### src/lsab_defines.svh
`ifndef LSAB_DEFINES_SVH
`define LSAB_DEFINES_SVH

// queue bank geometry
`define LSAB_QUEUES 4
`define LSAB_QID_W 2

// per-queue pointer and length, full at all ones
`define LSAB_DEPTH_W 6

// queue id on top of the pointer
`define LSAB_RAM_AW 8

`define LSAB_DATA_W 32

// one slot always spare, three marks pending at most
`define LSAB_MARK_SLOTS 4
`define LSAB_MARK_PTR_W 2

`endif

### src/lsab_pkg.sv
`include "lsab_defines.svh"

package lsab_pkg;

  typedef logic [`LSAB_QID_W-1:0] qid_t;
  typedef logic [`LSAB_DEPTH_W-1:0] qptr_t;
  typedef logic [`LSAB_RAM_AW-1:0] ram_addr_t;
  typedef logic [`LSAB_DATA_W-1:0] word_t;

  // flags seen by the caller for one queue
  typedef struct packed {
    logic empty;
    logic stop;
  } queue_status_t;

  typedef struct packed {
    logic      en;
    ram_addr_t addr;
    word_t     data;
  } ram_wr_t;

  typedef struct packed {
    logic      en;
    ram_addr_t addr;
  } ram_rd_t;

endpackage

### src/lsab_port_select.sv
`include "lsab_defines.svh"

module lsab_port_select (
  input  logic                                  read,
  input  logic                                  write,
  input  lsab_pkg::qid_t                        read_q,
  input  lsab_pkg::qid_t                        write_q,
  input  lsab_pkg::word_t [`LSAB_QUEUES-1:0]    in_word,
  input  logic [`LSAB_QUEUES-1:0]               do_write,
  input  logic [`LSAB_QUEUES-1:0]               do_read,
  input  lsab_pkg::qptr_t [`LSAB_QUEUES-1:0]    wr_ptr,
  input  lsab_pkg::qptr_t [`LSAB_QUEUES-1:0]    rd_ptr,
  output logic [`LSAB_QUEUES-1:0]               write_req,
  output logic [`LSAB_QUEUES-1:0]               read_req,
  output lsab_pkg::ram_wr_t                     ram_wr,
  output lsab_pkg::ram_rd_t                     ram_rd
);

  import lsab_pkg::*;

  // strobe decode, one request per queue
  always_comb begin
    for (int i = 0; i < `LSAB_QUEUES; i++) begin
      write_req[i] = write && (write_q == qid_t'(i));
      read_req[i]  = read && (read_q == qid_t'(i));
    end
  end

  // write port follows the selected queue
  always_comb begin
    ram_wr.en   = do_write[write_q]; // already gated by full
    ram_wr.addr = {write_q, wr_ptr[write_q]};
    ram_wr.data = in_word[write_q];
  end

  // read port, gated by stop in the queue controller
  always_comb begin
    ram_rd.en   = do_read[read_q];
    ram_rd.addr = {read_q, rd_ptr[read_q]};
  end

endmodule

### config.mk
export PLATFORM = sky130hd
export DESIGN_NAME = lsab_port_select
export DESIGN_NICKNAME = d
export VERILOG_FILES = /design/src/lsab_pkg.sv /design/src/lsab_port_select.sv
export VERILOG_INCLUDE_DIRS = /design/src
export SDC_FILE = /design/constraint.sdc
export NUM_CORES = 1
export LEC_CHECK = 0
export BUFFER_PORTS_ARGS = -buffer_cell sky130_fd_sc_hd__buf_2
export CAP_MARGIN = 15
export CORE_AREA = 10 10 89 91
export DETAILED_ROUTE_END_ITERATION = 10
export DIE_AREA = 0 0 99 101
export PLACE_DENSITY_LB_ADDON = 0.05
export SLEW_MARGIN = 20
export SYNTH_ARGS = -nofsm -noshare
export SYNTH_HDL_FRONTEND = slang
export SYNTH_SLANG_ARGS = --single-unit
### constraint.sdc
create_clock -name vclk -period 1.4
set_input_delay 0.14 -clock vclk [all_inputs]
set_output_delay 0.14 -clock vclk [all_outputs]
set_load 0.02 [all_outputs]
# Yosys cells after proc, flatten, opt, wreduce, memory -nomap -nowiden
# Index checks and enable logic that the tools add are counted.
[classes] magnitude_cmp=2 eq_ne=6 n_mux=10 reduce_logical=10
[op_table] cell="$bmux W32 S2" n=1
[op_table] cell="$mux W32" n=1
[op_table] cell="$bmux W6 S2" n=2
[op_table] cell="$mux W6" n=2
[op_table] cell="$eq A2 B2 Y1 const B" n=4
[op_table] cell="$logic_and A1 B1 Y1" n=8
[op_table] cell="$lt A2 B3 Y1 const B" n=2
[op_table] cell="$bmux W1 S2" n=2
[op_table] cell="$eq A2 B1 Y1 const B" n=2
[op_table] cell="$logic_not A2 Y1" n=2
[op_table] cell="$mux W1" n=2
[totals] regBits=0 output_inout_bits=58 wordCells=28

# Depth between registers and ports, before layout
[logic_depth] word_depth=2 ltp_mapped=3 depth_no_buf=1

# Worst setup path before layout
# No wires, ideal clock.
[synth_timing] path_kind="in2out" startpoint="in write_q[0]" endpoint="out ram_wr[24] in the netlist's numbering" arrival_ns=1.004 t_required_ns=1.260 setup_slack_ns=0.256 stages=3 n_path_buf=2 path_cell_list="buf_6 buf_6 mux4_2"
[synth_rtl] element="start, declared" line="lsab_port_select.sv:7" source="input lsab_pkg::qid_t write_q,"
[synth_rtl] element="end, declared" line="lsab_port_select.sv:15" source="output lsab_pkg::ram_wr_t ram_wr,"

==> results.toml <==
[final_layout]
seq_cell_count = 0
layout.cells.non_filler = 386
nClkBuffers = 0
final_cell_area_mm2 = 0.00254
fillers = 629
seq_area_um2 = 0
final_nets = 500
drive_above_1_share_pct = 97.1
area_delta_synth_final_pct = 104

[die]
start_util_pct = 20.1
die_w_um = 99
row_count = 29
io_pins = 248
dieArea_mm2 = 0.0100
core-area_mm2 = 0.00620
die_y_um = 101

[placed_design]
dp.final_hpwl_um = 7720
port_buffers = 248
placed_cell_area_mm2 = 0.00253
gp_congestion = 0.773
placedCellCount = 385

[sta]
worstMarginPinSlew_ns = 0.310
rsz0062_at_grt = "false"
timing.final.crit_share_pct = 95.7
final-max-slew-violation-count = 0
finalHoldViolCount = 0
max_freq_mhz = 747
setup-tns-final_ns = 0
setup_violations = 0
period_minus_slack_ns = 1.34
timing.slew.headroom_pct = 79.3

[routing]
drc = 0
drtPass1Iterations = 4
wl_per_cell_um = 21.4
viasPerCell = 4.59
antenna_left = 0
drt_wl_total_um = 8250
vias = 1773
drt_iter0_markers = 24

[worst_hold_path]
hp-class = "primary input to output pin"
whs_path_depth = 2
hold_start = "read_q[1]"
whs_endpoint = "ram_rd[7]"

[worst_setup_path]
cp.arrival_ns = 1.20
required_ns = 1.26
start_kind = "primary input"
crit_path_max_fanout = 20
cp-end-kind = "output pin"
path_class = "primary input to output pin"

[pwr]
p_total_w = 0.000961
power_density_mw_per_mm2 = 378
p_leak_nw = 1.37
vdd_ir_drop_max_uv = 183

[clock_network]
cts_setup_buffers = 0
cts_resized = 0
postCtsHoldBufs = 0

[synthesis]
syn_inst = 70
synth_nets = 260
syn_area_per_cell_um2 = 17.8
synth.yosys.seq_area_share_pct = 0
synthDistinctLibCells = 10
yosys_warnings = 0
synth_top_area_share_pct = 81.2
synth.area.top_cells = "mux4_2, buf_12, and3b_1"
yosysTopAreaCell = "mux4_2"
synth_area_mm2 = 0.00125

[grt]
grt_pass1_vias = 2023
grt_start_max_net_pins = 26
grt_overflow_total = 0
grt_pass1_wl_um = 11800
grt.total_usage_pct = 14.6
antenna_found_initial = 0

[outcome]
outcome = "finished, final reports clean"

[job]
cap_violations = 0
Yosys cell counts:
cell	number
clkbuf_1	2
mux4_1	1
and3b_1	4
buf_6	2
mux4_2	45
and3_1	2
buf_2	5
buf_12	3
nor3b_1	2
buf_4	4
logic make-up after synthesis:
family	after synthesis	synth area share, %
muxes	46	83.4
and+or+nand+nor	8	5.01
buffers and inverters	16	11.6
power breakdown:
part           switching (W)     internal (W)
sequential                 0                0
clock                      0  0.0000000000958
combinational       0.000440         0.000520
layer usage:
metal | GRT usage (%) | up-vias | wire length, um
li1 | - | 819 | -
met4 | 0.882 | 0 | 59
met5 | 0 | - | 0
met2 | 29.8 | 120 | 4700
met1 | 14.2 | 830 | 2610
met3 | 5.01 | 4 | 874
cell type report:
type                            count  area (um2)  share of cell area, %
Antenna cell                        1        2.50                 0.0985
Timing Repair Buffer              254        1340                   52.7
Tap cell                           77        96.3                   3.79
Multi-Input combinational cell     54        1100                   43.4
metrics by stage:
stage,hold WS (ns),util (%),worst slack [ns]
floorplan,0.393,-,0.256
finish,0.641,40.9,0.0606
detailed placement,0.647,40.9,0.0245
global route,0.665,40.9,0.0134
CTS,0.646,40.9,0.0248
global placement,0.651,40.9,0.0531
worst max-delay path, stage by stage:
cell,delay (ns)
clkbuf_4,0.16
buf_12,0.19
mux4_2,0.52
buf_2,0.18
layout by cell type, fill, tap and decap left out:
cell type    n
buf_2      247
mux4_2      45
and3b_1      4
buf_12       4
and3_1       2
nor3b_1      2
buf_4        2
diode_2      1
mux4_1       1
clkbuf_4     1
worst max path at each step:
stage | start | endpoint | slack [ns]
CTS | write_q[0] | ram_wr[20] | 0.02
floorplan | write_q[0] | ram_wr[24] | 0.26
finish | write_q[0] | ram_wr[20] | 0.06
global route | write_q[0] | ram_wr[20] | 0.01
detailed placement | write_q[0] | ram_wr[20] | 0.02
global placement | write_q[0] | ram_wr[18] | 0.05
Power figures use the tool's default switching activity.
