<file path="src/lsab_defines.svh">
`ifndef LSAB_DEFINES_SVH
`define LSAB_DEFINES_SVH

// queue bank geometry
`define LSAB_QUEUES 4
`define LSAB_QID_W 2

// per-queue pointer and length, full at all ones
`define LSAB_DEPTH_W 6

// queue id on top of the pointer
`define LSAB_RAM_AW 8

`define LSAB_DATA_W 32

// one slot always spare, three marks pending at most
`define LSAB_MARK_SLOTS 4
`define LSAB_MARK_PTR_W 2

`endif

</file>
<file path="src/lsab_pkg.sv">
`include "lsab_defines.svh"

package lsab_pkg;

  typedef logic [`LSAB_QID_W-1:0] qid_t;
  typedef logic [`LSAB_DEPTH_W-1:0] qptr_t;
  typedef logic [`LSAB_RAM_AW-1:0] ram_addr_t;
  typedef logic [`LSAB_DATA_W-1:0] word_t;

  // flags seen by the caller for one queue
  typedef struct packed {
    logic empty;
    logic stop;
  } queue_status_t;

  typedef struct packed {
    logic      en;
    ram_addr_t addr;
    word_t     data;
  } ram_wr_t;

  typedef struct packed {
    logic      en;
    ram_addr_t addr;
  } ram_rd_t;

endpackage

</file>
<file path="src/lsab_queue_ctrl.sv">
`include "lsab_defines.svh"

module lsab_queue_ctrl (
  input  logic                    CLK,
  input  logic                    RST,
  input  logic                    write_req,
  input  logic                    read_req,
  input  logic                    mark_hit,
  output logic                    do_write,
  output logic                    do_read,
  output lsab_pkg::qptr_t         wr_ptr,
  output lsab_pkg::qptr_t         rd_ptr,
  output lsab_pkg::queue_status_t status
);

  import lsab_pkg::*;

  localparam qptr_t LEN_FULL = '1; // 63 words

  qptr_t len;
  qptr_t len_nxt;
  logic  full;
  logic  full_nxt;
  logic  empty_nxt;

  assign do_write = write_req && !full;
  assign do_read  = read_req && !status.stop;

  // flags only move at the boundaries, otherwise they hold
  always_comb begin
    len_nxt   = len;
    full_nxt  = full;
    empty_nxt = status.empty;
    case ({do_read, do_write})
      2'b10: begin
        len_nxt  = len - 1'b1;
        full_nxt = 1'b0;
        if (len == qptr_t'(1)) begin
          empty_nxt = 1'b1; // last word leaves
        end
      end
      2'b01: begin
        len_nxt   = len + 1'b1;
        empty_nxt = 1'b0;
        if (len == LEN_FULL - 1'b1) begin
          full_nxt = 1'b1;
        end
      end
      default: begin
        len_nxt = len; // idle or read and write together
      end
    endcase
  end

  always_ff @(posedge CLK) begin
    if (!RST) begin
      len          <= '0;
      full         <= 1'b0;
      wr_ptr       <= '0;
      rd_ptr       <= '0;
      status.empty <= 1'b1;
      status.stop  <= 1'b1;
    end else begin
      len          <= len_nxt;
      full         <= full_nxt;
      status.empty <= empty_nxt;
      // a mark hit holds reads off for one cycle
      status.stop  <= empty_nxt || mark_hit;
      if (do_write) begin
        wr_ptr <= wr_ptr + 1'b1;
      end
      if (do_read) begin
        rd_ptr <= rd_ptr + 1'b1;
      end
    end
  end

endmodule

</file>
<file path="config.mk">
export PLATFORM = sky130hd
export DESIGN_NAME = lsab_queue_ctrl
export DESIGN_NICKNAME = d
export VERILOG_FILES = /design/src/lsab_pkg.sv /design/src/lsab_queue_ctrl.sv
export VERILOG_INCLUDE_DIRS = /design/src
export SDC_FILE = /design/constraint.sdc
export NUM_CORES = 1
export LEC_CHECK = 0
export ABC_CLOCK_PERIOD_IN_PS = 3000
export BUFFER_PORTS_ARGS = -buffer_cell sky130_fd_sc_hd__buf_2
export CAP_MARGIN = 20
export CORE_MARGIN = 1
export CORE_UTILIZATION = 45
export CTS_CLUSTER_SIZE = 14
export DETAILED_ROUTE_END_ITERATION = 10
export HOLD_SLACK_MARGIN = 0.1
export PLACE_DENSITY = 0.67
export SKIP_LAST_GASP = 1
export SLEW_MARGIN = 15
export SYNTH_ARGS = -nofsm -noshare
export SYNTH_HDL_FRONTEND = slang
export SYNTH_SLANG_ARGS = --single-unit
</file>
<file path="constraint.sdc">
create_clock -name CLK -period 3 [get_ports CLK]
set_clock_uncertainty 0.15 [all_clocks]
set_input_delay 0.3 -clock CLK [delete_from_list [all_inputs] [get_ports CLK]]
set_output_delay 0.3 -clock CLK [all_outputs]
set_load 0.005 [all_outputs]
</file>
---- Yosys cells after proc, flatten, opt, wreduce, memory -nomap -nowiden ----
Cells that the tools add are included.
storage, ports and cells
  bits in registers ....................... 21
  input port bits ......................... 5
  output and inout port bits .............. 16
  word-level logic and storage cells ...... 27
cells by class
  $add $sub $neg .......................... 4
  equal/unequal tests ..................... 5
  muxes and demuxes ....................... 5
  reduce and logical (&&, ||, !) cells .... 7
operators by type and width
  cell                   count
  $add A6 B1 Y6 const B  3
  $pmux W6 S2            1
  $eq A6 B1 Y1 const B   1
  $eq A6 B6 Y1 const B   1
  $sub A6 B1 Y6 const B  1
  $pmux W1 S2            2
  $eq A2 B1 Y1 const B   1
  $eq A2 B2 Y1 const B   1
  $logic_and A1 B1 Y1    2
  $logic_not A1 Y1       2
  $mux W1                2
  $ne A2 B2 Y1 const B   1
  $reduce_and A2 Y1      1
  $reduce_bool A2 Y1     1
  $logic_or A1 B1 Y1     1

---- Longest topological paths before layout ----
  depth after elaboration ................. 5
  depth in mapped cells ................... 9
  mapped depth without buffers ............ 7

---- Least setup slack after synthesis ----
No wires, ideal clock.
  path type ............................... in2reg
  start point ............................. in read_req
  end point ............................... reg len[5]
  library setup time ...................... 0.115 ns
  arrival time ............................ 2.026 ns
  required time ........................... 2.735 ns
  setup slack ............................. 0.709 ns
  cell stages on the path ................. 9
  buffers on the path ..................... 2
  cell sequence ........................... nor2b_1 > clkbuf_1 > inv_1 > ha_1 > buf_6 > or4_4 > a221oi_2 > xor2_1 > and2_1
between the ends
  longest elaborated chain between the ends .. 3
  elaborated cells between the ends (all ways) .. 5
  those cells by class .................... eq/ne (2); mux (1); reduce/logical (2)
RTL lines
  item                                               line                   source
  from (decl)                                        lsab_queue_ctrl.sv:7   input logic read_req,
  $logic_and A1 B1 Y1 (*)                            lsab_queue_ctrl.sv:27  assign do_read = read_req && !status.stop;
  via do_read                                        lsab_queue_ctrl.sv:10  output logic do_read,
  $eq A2 B1 Y1 or $eq A2 B2 Y1 (tied branches)       lsab_queue_ctrl.sv:34  case ({do_read, do_write})
  $pmux W6 S2 or $reduce_bool A2 Y1 (tied branches)  --
  to (signal assigned)                               lsab_queue_ctrl.sv:64  len <= len_nxt;
  to (decl)                                          lsab_queue_ctrl.sv:20  qptr_t len;
Mark *: on every way through the listed nets, which the timed path passes. The rest lies on a longest branch.
A chain may end at the register's enable or synchronous reset.

---- Final worst setup path ----
  start point ............................. reg status[0] in the netlist's numbering
  end point ............................... reg len[5]
between the ends
  longest elaborated chain between the ends .. 4
  elaborated cells between the ends (all ways) .. 6
  those cells by class .................... eq/ne (2); mux (1); reduce/logical (3)
RTL lines
  item                                               line                   source
  from (decl)                                        lsab_queue_ctrl.sv:13  output lsab_pkg::queue_status_t status
  $logic_not A1 Y1 (*)                               lsab_queue_ctrl.sv:27
  $logic_and A1 B1 Y1 (*)                            lsab_queue_ctrl.sv:27
  $eq A2 B1 Y1 or $eq A2 B2 Y1 (tied branches)       lsab_queue_ctrl.sv:34
  $pmux W6 S2 or $reduce_bool A2 Y1 (tied branches)  --
Mark *: on every way between the ends. The rest lies on a longest branch, timed or not.

==> metrics.txt <==
# TYPE chip_impl_metric gauge
chip_impl_metric{name="synth.avg_cell_area",unit="um2"} 9.615
chip_impl_info{name="min_from",value="RST"} 1
chip_impl_info{name="layout.cells.most_common",value="sky130_fd_sc_hd__dfxtp_1"} 1
chip_impl_metric{name="ioPinCount",unit=""} 21
chip_impl_metric{name="synthesized_netlist_net_count",unit=""} 124
chip_impl_metric{name="cp_data_required_time",unit="ns"} 3.06
chip_impl_metric{name="placeable_area",unit="mm2"} 0.002233
chip_impl_metric{name="finalCriticalPeriod",unit="ns"} 2.226
chip_impl_metric{name="grt_start_max_net_pins",unit=""} 21
chip_impl_metric{name="power.ir.vdd_worst",unit="V"} 0.0002702
chip_impl_metric{name="area_enclosed_by_the_die_boundary",unit="mm2"} 0.002570
chip_impl_metric{name="hold_viol_final",unit=""} 0
chip_impl_metric{name="drc",unit=""} 0
chip_impl_metric{name="total_of_flip_flops_plus_latches_after_synthesis",unit=""} 21
chip_impl_metric{name="multiInputGateArea",unit="um2"} 590.6
chip_impl_info{name="hp-class",value="input pin to flop"} 1
chip_impl_metric{name="rows",unit=""} 17
chip_impl_metric{name="final_layout_size_suffix_gt1_share",unit="%"} 22.73
chip_impl_metric{name="dieWidth",unit="um"} 50.70
chip_impl_metric{name="cts_max_path_buffers",unit=""} 2
chip_impl_metric{name="grt.met3_usage",unit="%"} 2.727
chip_impl_metric{name="routed-via-count",unit=""} 794
chip_impl_metric{name="antenna_cells",unit=""} 0
chip_impl_metric{name="final_net_count",unit=""} 146
chip_impl_metric{name="gr-usage-met2",unit="%"} 27.11
chip_impl_info{name="final_cell_mix",value="sky130_fd_sc_hd__dfxtp_1 (21), sky130_fd_sc_hd__buf_2 (20), sky130_fd_sc_hd__and2_1 (15)"} 1
chip_impl_info{name="startpoint_of_the_worst_register_to_register_path",value="status[0]$_SDFF_PN1_"} 1
chip_impl_info{name="critical_path.startpoint_type",value="flop"} 1
chip_impl_metric{name="number_of_drc_markers_in_iteration_0",unit=""} 9
chip_impl_metric{name="min_period_over_period",unit="%"} 74.21
chip_impl_info{name="outcome",value="completed"} 1
chip_impl_metric{name="drt_wl_total",unit="mm"} 1.774
chip_impl_metric{name="flow.area_growth_from_synthesis",unit="%"} 14.07
chip_impl_metric{name="final_core_util",unit="%"} 54.51
chip_impl_metric{name="dp.final_hpwl",unit="mm"} 1.267
chip_impl_metric{name="synth_largest_type_area_fraction",unit="%"} 39.39
chip_impl_metric{name="slew_headroom",unit="%"} 76.96
chip_impl_metric{name="postCtsSetupBuffers",unit=""} 0
chip_impl_info{name="setup.worst_path.class",value="flop to flop"} 1
chip_impl_info{name="yosys-top-cells-area",value="sky130_fd_sc_hd__dfxtp_1 (39%), sky130_fd_sc_hd__ha_1 (9.4%), sky130_fd_sc_hd__and2_1 (8.8%)"} 1
chip_impl_metric{name="die-height",unit="um"} 50.70
chip_impl_metric{name="final-seq-area",unit="um2"} 420.4
chip_impl_metric{name="ys_seq_area_share",unit="%"} 39.39
chip_impl_metric{name="first_global_vias",unit=""} 751
chip_impl_info{name="clock_tree.root_cell",value="sky130_fd_sc_hd__clkbuf_4"} 1
chip_impl_info{name="rsz0062_at_grt",value="no"} 1
chip_impl_metric{name="antenna_violating_nets_post_route",unit=""} 0
chip_impl_metric{name="final_layout_setup_total_negative_slack",unit="ns"} 0
chip_impl_metric{name="first_pass_iters",unit=""} 4
chip_impl_metric{name="crit_fanout",unit=""} 10
chip_impl_metric{name="clkLatencyLatePin",unit="ns"} 0.30
chip_impl_metric{name="post_synth_instance_area",unit="mm2"} 0.001067
chip_impl_info{name="cell_type_with_the_largest_total_area_after_synthesis",value="sky130_fd_sc_hd__dfxtp_1"} 1
chip_impl_metric{name="powerDensity",unit="mW/mm2"} 449.3
chip_impl_metric{name="start_util",unit="%"} 47.79
chip_impl_metric{name="maxCapViolCount",unit=""} 0
chip_impl_metric{name="arrival",unit="ns"} 2.28
chip_impl_metric{name="setup_slack",unit="ns"} 0.7738
chip_impl_metric{name="wl_per_cell",unit="um"} 11.09
chip_impl_metric{name="unique_cell_type_count_in_the_yosys_netlist",unit=""} 26
chip_impl_metric{name="drv_slew",unit=""} 0
chip_impl_metric{name="fin_worst_hold_slack",unit="ns"} 0.2183
chip_impl_metric{name="post_cts.resized_instances",unit=""} 0
chip_impl_metric{name="fillers",unit=""} 211
chip_impl_metric{name="ys.warnings.count",unit=""} 0
chip_impl_metric{name="synthCells",unit=""} 111
chip_impl_info{name="endpoint_kind",value="flop"} 1
chip_impl_metric{name="initial_antenna_violation_count",unit=""} 0
chip_impl_metric{name="power_leakage",unit="nW"} 0.5590
chip_impl_metric{name="grtUsageTotal",unit="%"} 16.29
chip_impl_info{name="clock_tree_from_tritoncts",value="built"} 1
chip_impl_metric{name="timing.final.setup_violations",unit=""} 0
chip_impl_info{name="crit_path_start",value="status[0]$_SDFF_PN1_"} 1
chip_impl_metric{name="deepest_level_of_the_cts_h_tree",unit=""} 1
chip_impl_metric{name="worst-slew-pin-transition",unit="ns"} 0.3456
chip_impl_metric{name="grt.met1_usage",unit="%"} 19.81
chip_impl_metric{name="routabilityCongestion",unit=""} 0.8239
chip_impl_metric{name="cts_made_buffers",unit=""} 3
chip_impl_metric{name="port_buffers",unit=""} 20
chip_impl_metric{name="grt_overflow_total",unit=""} 0
chip_impl_metric{name="cts.reportedPaths.clkPinSlew",unit="ns"} 0.11
chip_impl_metric{name="max_freq",unit="MHz"} 449.2
chip_impl_metric{name="dpl_worst_slack",unit="ns"} 0.7088
chip_impl_metric{name="clkSinkCount",unit=""} 21
chip_impl_metric{name="route.detailed.vias_per_inst",unit=""} 4.963
chip_impl_metric{name="grt_pass1_wl",unit="mm"} 3.132
chip_impl_info{name="global_route.peak_usage_layer",value="met2"} 1
[area by class of cell]
cell class                      count  area share, %
Clock inverter                      1         0.4111
Timing Repair Buffer               23          10.28
Sequential cell                    21          34.53
Tap cell                           28          2.878
Inverter                            5          1.542
Multi-Input combinational cell     79          48.51
Clock buffer                        3          1.850
[final timing paths]
path,end,slack [ns],depth (start not counted)
setup / recovery,len[5]$_SDFFE_PN0P_,0.77,8
hold / removal,status[1]$_SDFF_PN1_,0.22,2
setup reg to reg,len[5]$_SDFFE_PN0P_,0.77,8
hold reg to reg,full$_SDFFE_PN0P_,0.36,2
[synthesized netlist by cell type]
library cell / n
sky130_fd_sc_hd__nand4_1: 6
sky130_fd_sc_hd__nor2b_1: 4
sky130_fd_sc_hd__ha_1: 8
sky130_fd_sc_hd__dfxtp_1: 21
sky130_fd_sc_hd__inv_1: 5
sky130_fd_sc_hd__o21ai_0: 4
sky130_fd_sc_hd__nor2_1: 2
sky130_fd_sc_hd__a21boi_0: 2
sky130_fd_sc_hd__buf_6: 2
sky130_fd_sc_hd__and3_1: 2
sky130_fd_sc_hd__or4_4: 1
sky130_fd_sc_hd__nor4b_1: 1
sky130_fd_sc_hd__xor2_1: 6
sky130_fd_sc_hd__or4b_1: 1
sky130_fd_sc_hd__or3_2: 1
sky130_fd_sc_hd__a221oi_2: 1
sky130_fd_sc_hd__or3_1: 1
sky130_fd_sc_hd__and2_1: 15
sky130_fd_sc_hd__and4_1: 1
sky130_fd_sc_hd__mux2i_1: 3
sky130_fd_sc_hd__nand2_1: 5
sky130_fd_sc_hd__or2_2: 1
sky130_fd_sc_hd__xnor2_1: 9
sky130_fd_sc_hd__a21oi_1: 3
sky130_fd_sc_hd__nand3_1: 2
sky130_fd_sc_hd__clkbuf_1: 4
[worst max-delay path, cell delays in order (launching register included)]
cell                       delay, ns
sky130_fd_sc_hd__dfxtp_1        0.33
sky130_fd_sc_hd__nor2b_1        0.12
sky130_fd_sc_hd__buf_4          0.18
sky130_fd_sc_hd__inv_1          0.05
sky130_fd_sc_hd__ha_1           0.30
sky130_fd_sc_hd__or4_4          0.46
sky130_fd_sc_hd__a221oi_2       0.30
sky130_fd_sc_hd__xor2_1         0.09
sky130_fd_sc_hd__and2_1         0.15
[through the flow]
step / area [um2] / power, mW / instances
after global placement: 1180 / 0.4155 / 155
final: 1217 / 0.5470 / 160
after floorplan: 1067 / 0.3954 / 111
after CTS: 1217 / 0.5551 / 160
after global routing: 1217 / 0.5790 / 160
after detailed placement: 1180 / 0.4176 / 155
[layer usage]
| layer | up-vias | routed length [um] |
|---|---|---|
| li1 | 413 | - |
| met1 | 366 | 845 |
| met2 | 13 | 852 |
| met3 | 2 | 59 |
| met4 | 0 | 17 |
| met5 | - | 0 |
[registers in the layout, summed over array words and instances (netlist names)]
name	count
full	1
len	6
rd_ptr	6
status	2
wr_ptr	6
[cells by family (layout without fill, tap and decap cells)]
| logic type | after synthesis | in the layout | synth area share, % |
|---|---|---|---|
| simple gates | 43 | 43 | 24.74 |
| flops | 21 | 21 | 39.39 |
| xor+xnor | 15 | 15 | 12.31 |
| buf+inv | 11 | 32 | 5.275 |
| compound gates | 10 | 10 | 6.095 |
| fa+ha+maj | 8 | 8 | 9.379 |
| mux | 3 | 3 | 2.814 |
[power breakdown]
group          switching [mW]  internal [mW]
Clock                  0.0847         0.0496
Sequential             0.0224          0.296
Combinational          0.0432         0.0506
[repair_timing]
action,4_1_cts,5_1_grt
setup endpoints to repair,0,0
endpoints found under the hold margin,1,0
hold buffers,1,0
Power figures use the tool's default switching activity.
