==> config.mk <==
export PLATFORM = sky130hd
export DESIGN_NAME = lsab_mark_queue
export DESIGN_NICKNAME = d
export VERILOG_FILES = /design/src/lsab_pkg.sv /design/src/lsab_mark_queue.sv
export VERILOG_INCLUDE_DIRS = /design/src
export SDC_FILE = /design/constraint.sdc
export NUM_CORES = 1
export LEC_CHECK = 0
export BUFFER_PORTS_ARGS = -buffer_cell sky130_fd_sc_hd__buf_2
export CAP_MARGIN = 25
export CORE_ASPECT_RATIO = 0.7
export CORE_MARGIN = 2
export CORE_UTILIZATION = 30
export DETAILED_ROUTE_END_ITERATION = 7
export GPL_ROUTABILITY_DRIVEN = 0
export MAX_ROUTING_LAYER = met4
export PLACE_DENSITY = 0.53
export SYNTH_ARGS = -nofsm -noshare
export SYNTH_HDL_FRONTEND = slang
export SYNTH_SLANG_ARGS = --single-unit
==> constraint.sdc <==
create_clock -name CLK -period 1.6 [get_ports CLK]
set_input_delay 0.16 -clock CLK [delete_from_list [all_inputs] [get_ports CLK]]
set_output_delay 0.16 -clock CLK [all_outputs]
set_load 0.02 [all_outputs]
==> src/lsab_defines.svh <==
`ifndef LSAB_DEFINES_SVH
`define LSAB_DEFINES_SVH

// queue bank geometry
`define LSAB_QUEUES 4
`define LSAB_QID_W 2

// per-queue pointer and length, full at all ones
`define LSAB_DEPTH_W 6

// queue id on top of the pointer
`define LSAB_RAM_AW 8

`define LSAB_DATA_W 32

// one slot always spare, three marks pending at most
`define LSAB_MARK_SLOTS 4
`define LSAB_MARK_PTR_W 2

`endif

==> src/lsab_pkg.sv <==
`include "lsab_defines.svh"

package lsab_pkg;

  typedef logic [`LSAB_QID_W-1:0] qid_t;
  typedef logic [`LSAB_DEPTH_W-1:0] qptr_t;
  typedef logic [`LSAB_RAM_AW-1:0] ram_addr_t;
  typedef logic [`LSAB_DATA_W-1:0] word_t;

  // flags seen by the caller for one queue
  typedef struct packed {
    logic empty;
    logic stop;
  } queue_status_t;

  typedef struct packed {
    logic      en;
    ram_addr_t addr;
    word_t     data;
  } ram_wr_t;

  typedef struct packed {
    logic      en;
    ram_addr_t addr;
  } ram_rd_t;

endpackage

==> src/lsab_mark_queue.sv <==
`include "lsab_defines.svh"

module lsab_mark_queue (
  input  logic            CLK,
  input  logic            RST,
  input  logic            do_write,
  input  logic            do_read,
  input  logic            int_in,
  input  logic            careof_int,
  input  lsab_pkg::qptr_t wr_ptr,
  input  lsab_pkg::qptr_t rd_ptr,
  output logic            mark_hit
);

  import lsab_pkg::*;

  typedef logic [`LSAB_MARK_PTR_W-1:0] mptr_t;

  qptr_t marks [`LSAB_MARK_SLOTS]; // queue positions of marked words
  mptr_t head;   // oldest pending mark
  mptr_t trail;  // always one behind head
  mptr_t tail;   // next free slot
  logic  buf_empty;
  logic  buf_full;
  logic  hit;

  assign buf_empty = head == tail;
  assign buf_full  = trail == tail;

  // the word being read is the oldest marked one
  assign hit      = do_read && !buf_empty && (marks[head] == rd_ptr);
  assign mark_hit = hit && careof_int;

  always_ff @(posedge CLK) begin
    if (!RST) begin
      head  <= mptr_t'(1);
      trail <= '0;
      tail  <= mptr_t'(1);
    end else begin
      if (hit) begin
        head  <= head + 1'b1; // consumed even if nobody cares
        trail <= trail + 1'b1;
      end
      if (int_in && do_write && !buf_full) begin
        tail <= tail + 1'b1;
      end
    end
  end

  // marks beyond three are dropped, the word itself still goes in
  always_ff @(posedge CLK) begin
    if (int_in && do_write && !buf_full) begin
      marks[tail] <= wr_ptr;
    end
  end

endmodule

# --- Yosys cells after proc, flatten, opt, wreduce, memory -nomap -nowiden ---
# Memory sizes are Yosys's and may differ from the RTL's. A register that Yosys moved wholly into a read port is not among the register bits.
# Index checks and enable logic that the tools add are counted.
word_totals:
  regBits: 6
  ramBits: 24
  inputBits: 18
  output_inout_bits: 1
  elab_cells: 21
  memories: 1
memory_table:
  columns: ["name", "words", "word_bits", "read_ports", "rd_clocked_by_memory_dff", "write_ports", "line", "source"]
  rows:
  - ["marks", 4, 6, 1, 1, 1, "lsab_mark_queue.sv:19", "qptr_t marks [`LSAB_MARK_SLOTS];"]
classes:
  addsub: 3
  eq_ne: 3
  muxes: 4
  n_reduce_logical: 7
op_table:
  columns: ["cell", "n"]
  rows:
  - ["$add 2x1->2 const B", 3]
  - ["$eq 6x6->1", 1]
  - ["$logic_and 1x1->1", 5]
  - ["$eq 2x2->1", 2]
  - ["$mux 2", 2]
  - ["$logic_not 1->1", 2]
  - ["$mux 1", 2]

# --- Longest topological paths before layout ---
# Gate-level depths: netlist of run 1.
depth:
  ltp_word: 6
  depth_mapped: 7
  ltp_nobuf: 6

# --- Least setup slack after synthesis of run 1 ---
# OpenSTA, ideal clock, no wires.
synth_path:
  path_type: "register -> register"
  start: "reg with a tool-made name"
  end: "reg with a tool-made name"
  setup_ns: 0.072
  arrival_time_ns: 1.677
  slack_ns: -0.148
  path_stages_with_launch: 6
  n_path_buf: 0
  period_less_slack_ns: 1.748
  path_cell_list: "dfxtp_1 mux4_1 xnor2_1 o2111a_2 and3_4 mux2i_1"

==> summary.txt, run 1 <==
Status
  • Status: complete, but fails checks
  • Failing checks: negative setup slack

Drt
  • Post-Route WL: 2698 um
  • Antenna Nets Post-Route: 0
  • Initial DRC Count: 44
  • TritonRoute pass-1 iters: 4
  • Drt wl/cell: around 15 um
  • Met2 wire length: 1285 um
  • Vias per std cell: 4.557
  • Vias: 843
  • WL met3: approximately 100 um
  • Uppermost layer routed: met4
  • DRC viols: 0
  • M1 WL: about 1300 um

Global routing
  • First-pass GRT wire length: ~4400 um
  • Initial antenna violation count: 0
  • GRT overflow: 0
  • Gr usage total: ~12%
  • Vias in the first global route: 880
  • Largest net degree at the start of global routing: 11

Synth
  • Synth unique cells: 23
  • Synth warn: 0
  • Sequential share of the synthesized area: roughly three fifths
  • Avg Cell Area, Syn: approximately 15 sq um
  • Net Count, Synth: approximately 120
  • Mapped Cells: 96
  • Mapped Area: ~1400 sq um
  • Number of synthesized register bits: 32

Finish
  • Layout area overhead: 30.99%
  • Share of layout cells above drive strength 1: around two fifths
  • Commonest non-fill, non-tap cell in the layout: edfxtp_1
  • Final core occ: between 40% and 50%
  • Antenna diode count: 0
  • Final nets: 152
  • Commonest non-fill, non-tap cells in the layout: 24 x edfxtp_1, 17 x buf_2, 10 x xor2_1, 7 x mux2i_1, 7 x clkbuf_8

Setup path
  • Req. time, crit path: 1.44 ns
  • Crit Path Max Fanout: 6
  • CP endpoint kind: output port
  • Crit path launch type: flip-flop
  • Flop2flop setup slack: -0.31 ns
  • Critical path type: flip-flop to output port
  • Arr. time, crit path: ~1.9 ns

Clock tree
  • Worst-case clock buffer depth: 2
  • CTS tree: done
  • Clock Pin Slew Worst Setup and Hold Paths: ~0.06 ns
  • Root Driver: clkbuf_8
  • Clk Latency, worst-skew pair: 0.28 ns
  • CTS Sinks: 32
  • CTS Buf Count: 5
  • # H-tree levels: 2

Placement
  • Post-DP HPWL: between 1500 and 2000 um
  • Input/output buffers: 18
  • Worst slack at placement: -0.2181 ns

Power
  • Pwr dens: between 900 and 1000 nW/um^2
  • Leak: 0.6938 nW
  • VDD IR max: 0.3321 mV

Floorplan
  • Initial Util: between 30% and 40%
  • FP Rows: 20
  • Die H: 61.67 um
  • Ports: 19
  • Core footprint: ~4500 sq um
  • DIE WIDTH: 86.38 um
  • Die ar.: ~5300 sq um

STA
  • Actual slew at the worst max-slew pin: ~0.18 ns
  • Hold WS: 0.09874 ns
  • Max Freq: roughly 480 MHz
  • Minimum clock period: ~2.1 ns
  • Final setup vio count: 7
  • RSZ-0062 raised after global routing: yes
  • Worst setup margin: -0.4696 ns
  • Final hold violation count: 0
  • Pins Over Slew Limit: 0
  • Clock Skew: 0.004717 ns
  • Tcrit/Tclk final: 129.4%
  • Setup_tns: -2.037 ns
  • Slew HR: 87.88%

Flow run
  • Max-Cap Viols: 0

Hold path
  • HP Class: primary input to flip-flop
through the flow:
step | instance area [sq um] | instances | power, W
floorplan | 1419 | 96 | 0.001012
global placement | 1657 | 175 | 0.001084
detailed placement | 1657 | 175 | 0.001087
CTS | 1857 | 185 | 0.001747
global route | 1867 | 185 | 0.001803
finish | 1867 | 185 | 0.001732
kinds of logic after synthesis:
group | count (synthesis) | share of synthesized area (%)
xor+xnor | 15 | 9.218
flops | 32 | 61.81
mux | 14 | 12.12
fa+ha+maj | 4 | 3.512
simple gates | 20 | 8.516
buf+inv | 4 | 1.843
compound gates | 7 | 2.984
Yosys cell counts:
cell type | n | area (sq um)
clkbuf_1 | 1 | 3.750
edfxtp_1 | 24 | 720.7
dfxtp_1 | 8 | 160.2
and2_2 | 1 | 7.510
nand2b_1 | 2 | 12.51
nand4b_1 | 1 | 8.760
nor2_1 | 1 | 3.750
xnor2_1 | 5 | 43.79
nor2b_1 | 1 | 6.260
xor2_1 | 10 | 87.58
inv_1 | 2 | 7.510
mux2i_1 | 12 | 120.1
and3_4 | 1 | 11.26
and2_1 | 4 | 25.02
nand4_1 | 2 | 12.51
o2111a_2 | 1 | 12.51
ha_1 | 4 | 50.05
and3_2 | 2 | 15.01
nand2_1 | 5 | 18.77
buf_8 | 1 | 15.01
mux4_1 | 2 | 52.55
a21oi_1 | 3 | 15.01
o21ai_0 | 3 | 15.01
registers in the layout (all words and copies together), names as in the netlist, named ones only:
register	flops
marks	24
head	2
tail	2
trail	2
power breakdown:
group / total [W] / switching [W] / internal (W)
clock network: 0.000647 / 0.000265 / 0.000382
registers: 0.000925 / 0.0000110 / 0.000914
logic: 0.000160 / 0.0000766 / 0.0000830
path summary, 6_finish.rpt:
path                 endpoint        start  depth (start not counted)
hold / removal    marks[1][3]    wr_ptr[3]                          1
setup reg to reg    flip-flop    flip-flop                          9
setup / recovery     mark_hit  marks[2][0]                          5
hold reg to reg      trail[1]     trail[1]                          2
metal layers:
metal,vias up,global-route usage (%)
met5,-,-
met4,0,6.027
met3,2,3.887
met2,11,17.36
met1,418,15.73
li1,412,-
worst max-delay path, cell delays in order, from the launching register on:
cell and delay, ns:
edfxtp_1 0.40, mux4_2 0.50, xnor2_2 0.14, o2111a_2 0.28, and3_4 0.20, buf_6 0.11
what timing repair did:
action                                  4_1_cts  5_1_grt
gates cloned                                  1        0
setup buffers                                 2        1
hold buffers                                  0        0
resized for setup                            18        5
endpoints found under the setup margin        7       26
pin swaps                                     9        3
cell type report:
cell class | count | area (sq um)
timing repair buffer | 29 | 240.2
fill | 424 | 2587
multi-input combinational | 60 | 568.0
inverter | 2 | 7.507
tap | 55 | 68.82
sequential | 32 | 885.9
clock buffer | 7 | 96.34
Power figures use the tool's default switching activity.
==> run 2, diff against run 1 <==
Settings changed: CORE_MARGIN 2 to default, PLACE_DENSITY 0.53 to 0.51.
Clock period 1.6 ns to 2.3 ns, I/O delays scaled along.
==> summary.txt, run 2 (synthesis results as in run 1) <==
Status
  • Status: complete, but fails checks (unchanged)
  • Failing checks: design-rule violations (was negative setup slack)

STA
  • Setup_tns: 0 ns (was -2.037 ns)
  • Worst setup margin: 0.1269 ns (was -0.4696 ns)
  • Pins Over Slew Limit: 0 (unchanged)
  • Final hold violation count: 0 (unchanged)
  • Actual slew at the worst max-slew pin: 0.4985 ns (was 0.1767 ns)
  • Minimum clock period: around 2.2 ns
  • Clock Skew: 0.008122 ns (was 0.004717 ns)
  • Tcrit/Tclk final: a little over nine tenths
  • RSZ-0062 raised after global routing: no (was yes)
  • Slew HR: 66.77% (was 87.88%)
  • Max Freq: between 400 and 500 MHz
  • Final setup vio count: 0 (was 7)

Floorplan
  • FP Rows: 20 (unchanged)
  • Die H: 59.67 um (was 61.67 um)
  • Die ar.: 5035 sq um (was 5327 sq um)
  • Ports: 19 (unchanged)
  • Initial Util: 31.99% (unchanged)
  • Core footprint: 4454 sq um (unchanged)
  • DIE WIDTH: 84.38 um (was 86.38 um)

Placement
  • Post-DP HPWL: 1795 um (was 1847 um)
  • Worst slack at placement: 0.2731 ns (was -0.2181 ns)
  • Input/output buffers: 18 (unchanged)

Clock tree
  • Clk Latency, worst-skew pair: 0.28 ns (about the same)
  • CTS Sinks: 32 (unchanged)
  • # H-tree levels: 2 (unchanged)
  • CTS tree: done (unchanged)
  • Post-CTS Hold Buffers: 0 (unchanged)
  • Worst-case clock buffer depth: 2 (unchanged)
  • Clock Pin Slew Worst Setup and Hold Paths: 0.07 ns (was 0.06 ns)
  • CTS Buf Count: 5 (unchanged)
  • Root Driver: clkbuf_8 (unchanged)

Setup path
  • Arr. time, crit path: 1.94 ns (was 1.91 ns)
  • CP endpoint kind: output port (unchanged)
  • Crit path launch type: flip-flop (unchanged)
  • Crit Path Max Fanout: 10 (was 6)
  • Req. time, crit path: 2.07 ns (was 1.44 ns)
  • Critical path type: flip-flop to output port (unchanged)

Finish
  • Max reg flops: 24 (unchanged)
  • Layout area overhead: 18.53% (was 30.99%)
  • Commonest non-fill, non-tap cells in the layout: 24 x edfxtp_1, 18 x buf_2, 11 x mux2i_1, 10 x xor2_1, 7 x dfxtp_1 (was 24 x edfxtp_1, 17 x buf_2, 10 x xor2_1, 7 x mux2i_1, 7 x clkbuf_8)
  • Commonest non-fill, non-tap cell in the layout: edfxtp_1 (unchanged)
  • Share of layout cells above drive strength 1: 29.03% (was 41.54%)
  • Largest register by flop count: marks (unchanged)
  • Final core occ: 37.92% (was 41.91%)
  • Antenna diode count: 0 (unchanged)
  • Final nets: 145 (was 152)

Power
  • Pwr dens: 668.8 nW/um^2 (was 927.7 nW/um^2)
  • Leak: 0.6175 nW (was 0.6938 nW)
  • VDD IR max: 0.2154 mV (was 0.3321 mV)
  • PnR Total Power: 0.001130 W (was 0.001732 W)

Drt
  • Vias: 821 (was 843)
  • Drt wl/cell: 13.79 um (was 14.58 um)
  • Initial DRC Count: 47 (was 44)
  • Antenna Nets Post-Route: 0 (unchanged)
  • Post-Route WL: 2469 um (was 2698 um)
  • Vias per std cell: 4.587 (was 4.557)
  • TritonRoute pass-1 iters: 6 (was 4)
  • DRC viols: 2 (was 0)

Global routing
  • First-pass GRT wire length: 3801 um (was 4436 um)
  • Vias in the first global route: 771 (was 880)
  • Gr usage total: 11.44% (was 12.19%)
  • Initial antenna violation count: 0 (unchanged)
  • GRT overflow: 0 (unchanged)
  • Largest net degree at the start of global routing: 11 (unchanged)

Hold path
  • HP Class: primary input to flip-flop (unchanged)

Flow run
  • Max-Cap Viols: 0 (unchanged)
-- run 2: cell types whose count changed in the layout (fill, tap and decap cells not counted), sizes merged --
cell,before,now
clkinv,0,1
buf,29,22
-- run 2: per-stage QoR --
step           cell area, sq um  hold slack (ns)  instances
5_1_grt                    1689           0.1511        179
6_report                   1689           0.1613        179
4_1_cts                    1659           0.1530        176
3_3_place_gp               1573           0.4472        168
3_5_place_dp               1573           0.4516        168
2_1_floorplan              1425           0.3289         96
-- run 2: routing by layer --
metal  global-route usage [%]  part of all wire [%]
met4                    7.264                   2.4
met2                    15.81                    43
met5                        -                     0
met1                    14.14                    50
met3                    4.420                   4.5
-- run 2: cell type report --
cell class | instances | area, sq um
fillers | 440 | 2765
flip-flops and latches | 32 | 884.6
multi-input cells | 60 | 526.8
repair buffers | 22 | 120.1
clock buffers | 7 | 76.32
well taps | 55 | 68.82
inverters | 2 | 7.507
clock inverters | 1 | 5.005
-- run 2: path summary, 6_finish.rpt --
path	depth (start not counted)	to	start	slack [ns]
setup reg to reg	6	trail[1]	flip-flop	0.36
hold reg to reg	2	trail[1]	trail[1]	0.51
setup / recovery	7	mark_hit	flip-flop	0.13
hold / removal	1	marks[1][3]	wr_ptr[3]	0.16
-- run 2: critical path: stages (launching register included) --
cell and delay [ns]:
dfxtp_1 0.30, buf_4 0.20, mux2i_1 0.23, xor2_1 0.20, nand4_1 0.17, mux2i_4 0.21
and3_2 0.20, buf_2 0.15
-- run 2: where the power goes --
part	switching [W]	internal (W)	total [W]
logic	0.0000449	0.0000398	0.0000847
registers	0.0000101	0.000636	0.000646
clock network	0.000188	0.000212	0.000399
-- run 2: timing repair --
| item | in CTS | in global routing |
|---|---|---|
| gates resized for setup | 2 | 3 |
| endpoints found under the setup margin | 1 | 1 |
| setup buffers | 0 | 3 |
| pin swaps | 0 | 1 |
==> run 3, diff against run 2 <==
Settings changed: SETUP_SLACK_MARGIN from default to 0.5.
==> summary.txt, run 3 (synthesis results as in run 1) <==
STA
  • Slew HR: 76.24% (was 66.77%)
  • Final hold violation count: 0 (unchanged)
  • Actual slew at the worst max-slew pin: 0.3564 ns (was 0.4985 ns)
  • RSZ-0062 raised after global routing: yes (was no)
  • Final setup vio count: 0 (unchanged)
  • Hold WS: 0.1595 ns (was 0.1613 ns)
  • Tcrit/Tclk final: 92.17% (was 94.48%)
  • Clock Skew: 0.008221 ns (was 0.008122 ns)
  • Pins Over Slew Limit: 0 (unchanged)
  • Minimum clock period: 2.120 ns (was 2.173 ns)
  • Setup_tns: 0 ns (unchanged)
  • Max Freq: 471.7 MHz (was 460.2 MHz)

Power
  • Leak: 0.6280 nW (was 0.6175 nW)
  • PnR Total Power: 0.001138 W (was 0.001130 W)
  • VDD IR max: 0.2150 mV (was 0.2154 mV)
  • Pwr dens: 663.3 nW/um^2 (was 668.8 nW/um^2)

Setup path
  • R2R Path End: trail[1] (unchanged)
  • CP dominant cell by count: mux2i_2
  • Crit Path Max Fanout: 5 (was 10)
  • Crit path launch type: flip-flop (unchanged)
  • Flop2flop setup slack: 0.40 ns (was 0.36 ns)
  • Critical path's largest stage delay: 0.34 ns (was 0.30 ns)
  • Critical path type: flip-flop to output port (unchanged)
  • Reg2Reg Depth: 8 (was 6)
  • CP Cell Sequence: buf_6 > mux2i_2 > xor2_1 > nand4_1 > mux2i_2 > and3_2 > buf_4 (was buf_4 > mux2i_1 > xor2_1 > nand4_1 > mux2i_4 > and3_2 > buf_2)
  • Req. time, crit path: 2.07 ns (about the same)
  • Worst setup endpoint: mark_hit (unchanged)
  • Arr. time, crit path: 1.89 ns (was 1.94 ns)
  • CP endpoint kind: output port (unchanged)
  • Worst path slowest cell: dfxtp_2 (was dfxtp_1)

Placement
  • Input/output buffers: 18 (unchanged)
  • Post-DP HPWL: 1795 um (unchanged)
  • Placed Area: 1573 sq um (unchanged)

Finish
  • Max reg flops: 24 (unchanged)
  • Layout area overhead: 20.37% (was 18.53%)
  • Fillers: 442 (was 440)
  • Final instance area: 1715 sq um (was 1689 sq um)
  • Share of layout cells above drive strength 1: 34.92% (was 29.03%)
  • Antenna diode count: 0 (unchanged)
  • Commonest non-fill, non-tap cell in the layout: edfxtp_1 (unchanged)
  • Final nets: 147 (was 145)
  • Commonest non-fill, non-tap cells in the layout: 24 x edfxtp_1, 17 x buf_2, 10 x xor2_1, 9 x mux2i_1 (was 24 x edfxtp_1, 18 x buf_2, 11 x mux2i_1, 10 x xor2_1, 7 x dfxtp_1)
  • Final core occ: 38.51% (was 37.92%)
  • Multi-input gate area: 530.5 sq um (was 526.8 sq um)
  • Largest register by flop count: marks (unchanged)
  • Register area: 885.9 sq um (was 884.6 sq um)

Clock tree
  • CTS Sinks: 32 (unchanged)
  • Root Driver: clkbuf_8 (unchanged)
  • CTS tree: done (unchanged)
  • Worst-case clock buffer depth: 2 (unchanged)
  • Post-CTS Hold Buffers: 0 (unchanged)
  • CTS Buf Count: 5 (unchanged)
  • Clock Pin Slew Worst Setup and Hold Paths: 0.07 ns (about the same)
  • Clk Latency, worst-skew pair: 0.28 ns (about the same)
  • # H-tree levels: 2 (unchanged)

Hold path
  • Hold Crit Depth: 1 (unchanged)
  • HP Class: primary input to flip-flop (unchanged)

Global routing
  • Grt met1 use: 15.18% (was 14.14%)
  • M2 GR Usage: 16.63% (was 15.81%)
  • Gr usage total: 12.04% (was 11.44%)
  • Vias in the first global route: 805 (was 771)
  • Largest net degree at the start of global routing: 11 (unchanged)
  • Gr busiest metal: met2 (unchanged)
  • Initial antenna violation count: 0 (unchanged)
  • Met3 usage: 4.420% (unchanged)
  • First-pass GRT wire length: 4015 um (was 3801 um)
  • GRT overflow: 0 (unchanged)

Drt
  • DRC viols: 2 (unchanged)
  • Initial DRC Count: 38 (was 47)
  • Drt wl/cell: 14.53 um (was 13.79 um)
  • Vias: 840 (was 821)
  • Antenna Nets Post-Route: 0 (unchanged)
  • TritonRoute pass-1 iters: 6 (unchanged)
  • Vias per std cell: 4.641 (was 4.587)
  • Post-Route WL: 2630 um (was 2469 um)

Floorplan
  • FP Rows: 20 (unchanged)
  • DIE WIDTH: 84.38 um (unchanged)
  • Die ar.: 5035 sq um (unchanged)
  • Die H: 59.67 um (unchanged)
  • Ports: 19 (unchanged)
  • Initial Util: 31.99% (unchanged)
  • Core footprint: 4454 sq um (unchanged)

Status
  • Failing checks: design-rule violations (unchanged)
  • Status: complete, but fails checks (unchanged)

Flow run
  • Max-Cap Viols: 0 (unchanged)
-- run 3: through the flow --
| stage | setup WS [ns] | std cells |
|---|---|---|
| 6_report | 0.1800 | 181 |
| 5_1_grt | 0.1040 | 181 |
| 4_1_cts | 0.1996 | 181 |
| 3_5_place_dp | 0.2731 | 168 |
| 3_3_place_gp | 0.2944 | 168 |
| 2_1_floorplan | 0.5101 | 96 |
-- run 3: layer usage --
layer / vias up / part of all wire (%)
met5: - / 0
met4: 0 / 2.2
met3: 7 / 5.0
met2: 17 / 41
met1: 409 / 51
li1: 407 / -
-- run 3: final cells by class --
class	instances	area share, %
Timing Repair Buffer	24	8.242
Sequential cell	32	51.64
Clock inverter	1	0.2918
Clock buffer	7	4.449
Inverter	2	0.4376
Tap cell	55	4.012
Multi-Input combinational cell	60	30.93
-- run 3: worst min path at each step --
| stage | slack [ns] | startpoint | end |
|---|---|---|---|
| floorplan | 0.33 | wr_ptr[0] | marks[0][0] |
| global placement | 0.45 | wr_ptr[2] | marks[0][2] |
| detailed placement | 0.45 | wr_ptr[5] | marks[0][5] |
| CTS | 0.15 | wr_ptr[5] | marks[0][5] |
| global route | 0.15 | wr_ptr[3] | marks[1][3] |
| finish | 0.16 | wr_ptr[5] | marks[0][5] |
-- run 3: where the power goes --
group,internal [W],switching (W)
Sequential,0.000636,0.0000105
Clock,0.000212,0.000191
Combinational,0.0000416,0.0000469
Total,0.000889,0.000249
-- run 3: worst max-delay path: cells and delay by family (launching register included) --
kind / cells / cell delay (ns)
buffers and inverters: 2 / 0.27
AND/OR/NAND/NOR: 2 / 0.35
flip-flops: 1 / 0.34
XOR/XNOR: 1 / 0.21
multiplexers: 2 / 0.43
-- run 3: repair_timing --
action	in CTS	in global routing
hold endpoints to repair	0	0
resized for setup	15	2
gates cloned	1	0
setup endpoints to repair	31	7
pin swaps	4	2
buffers inserted	4	0
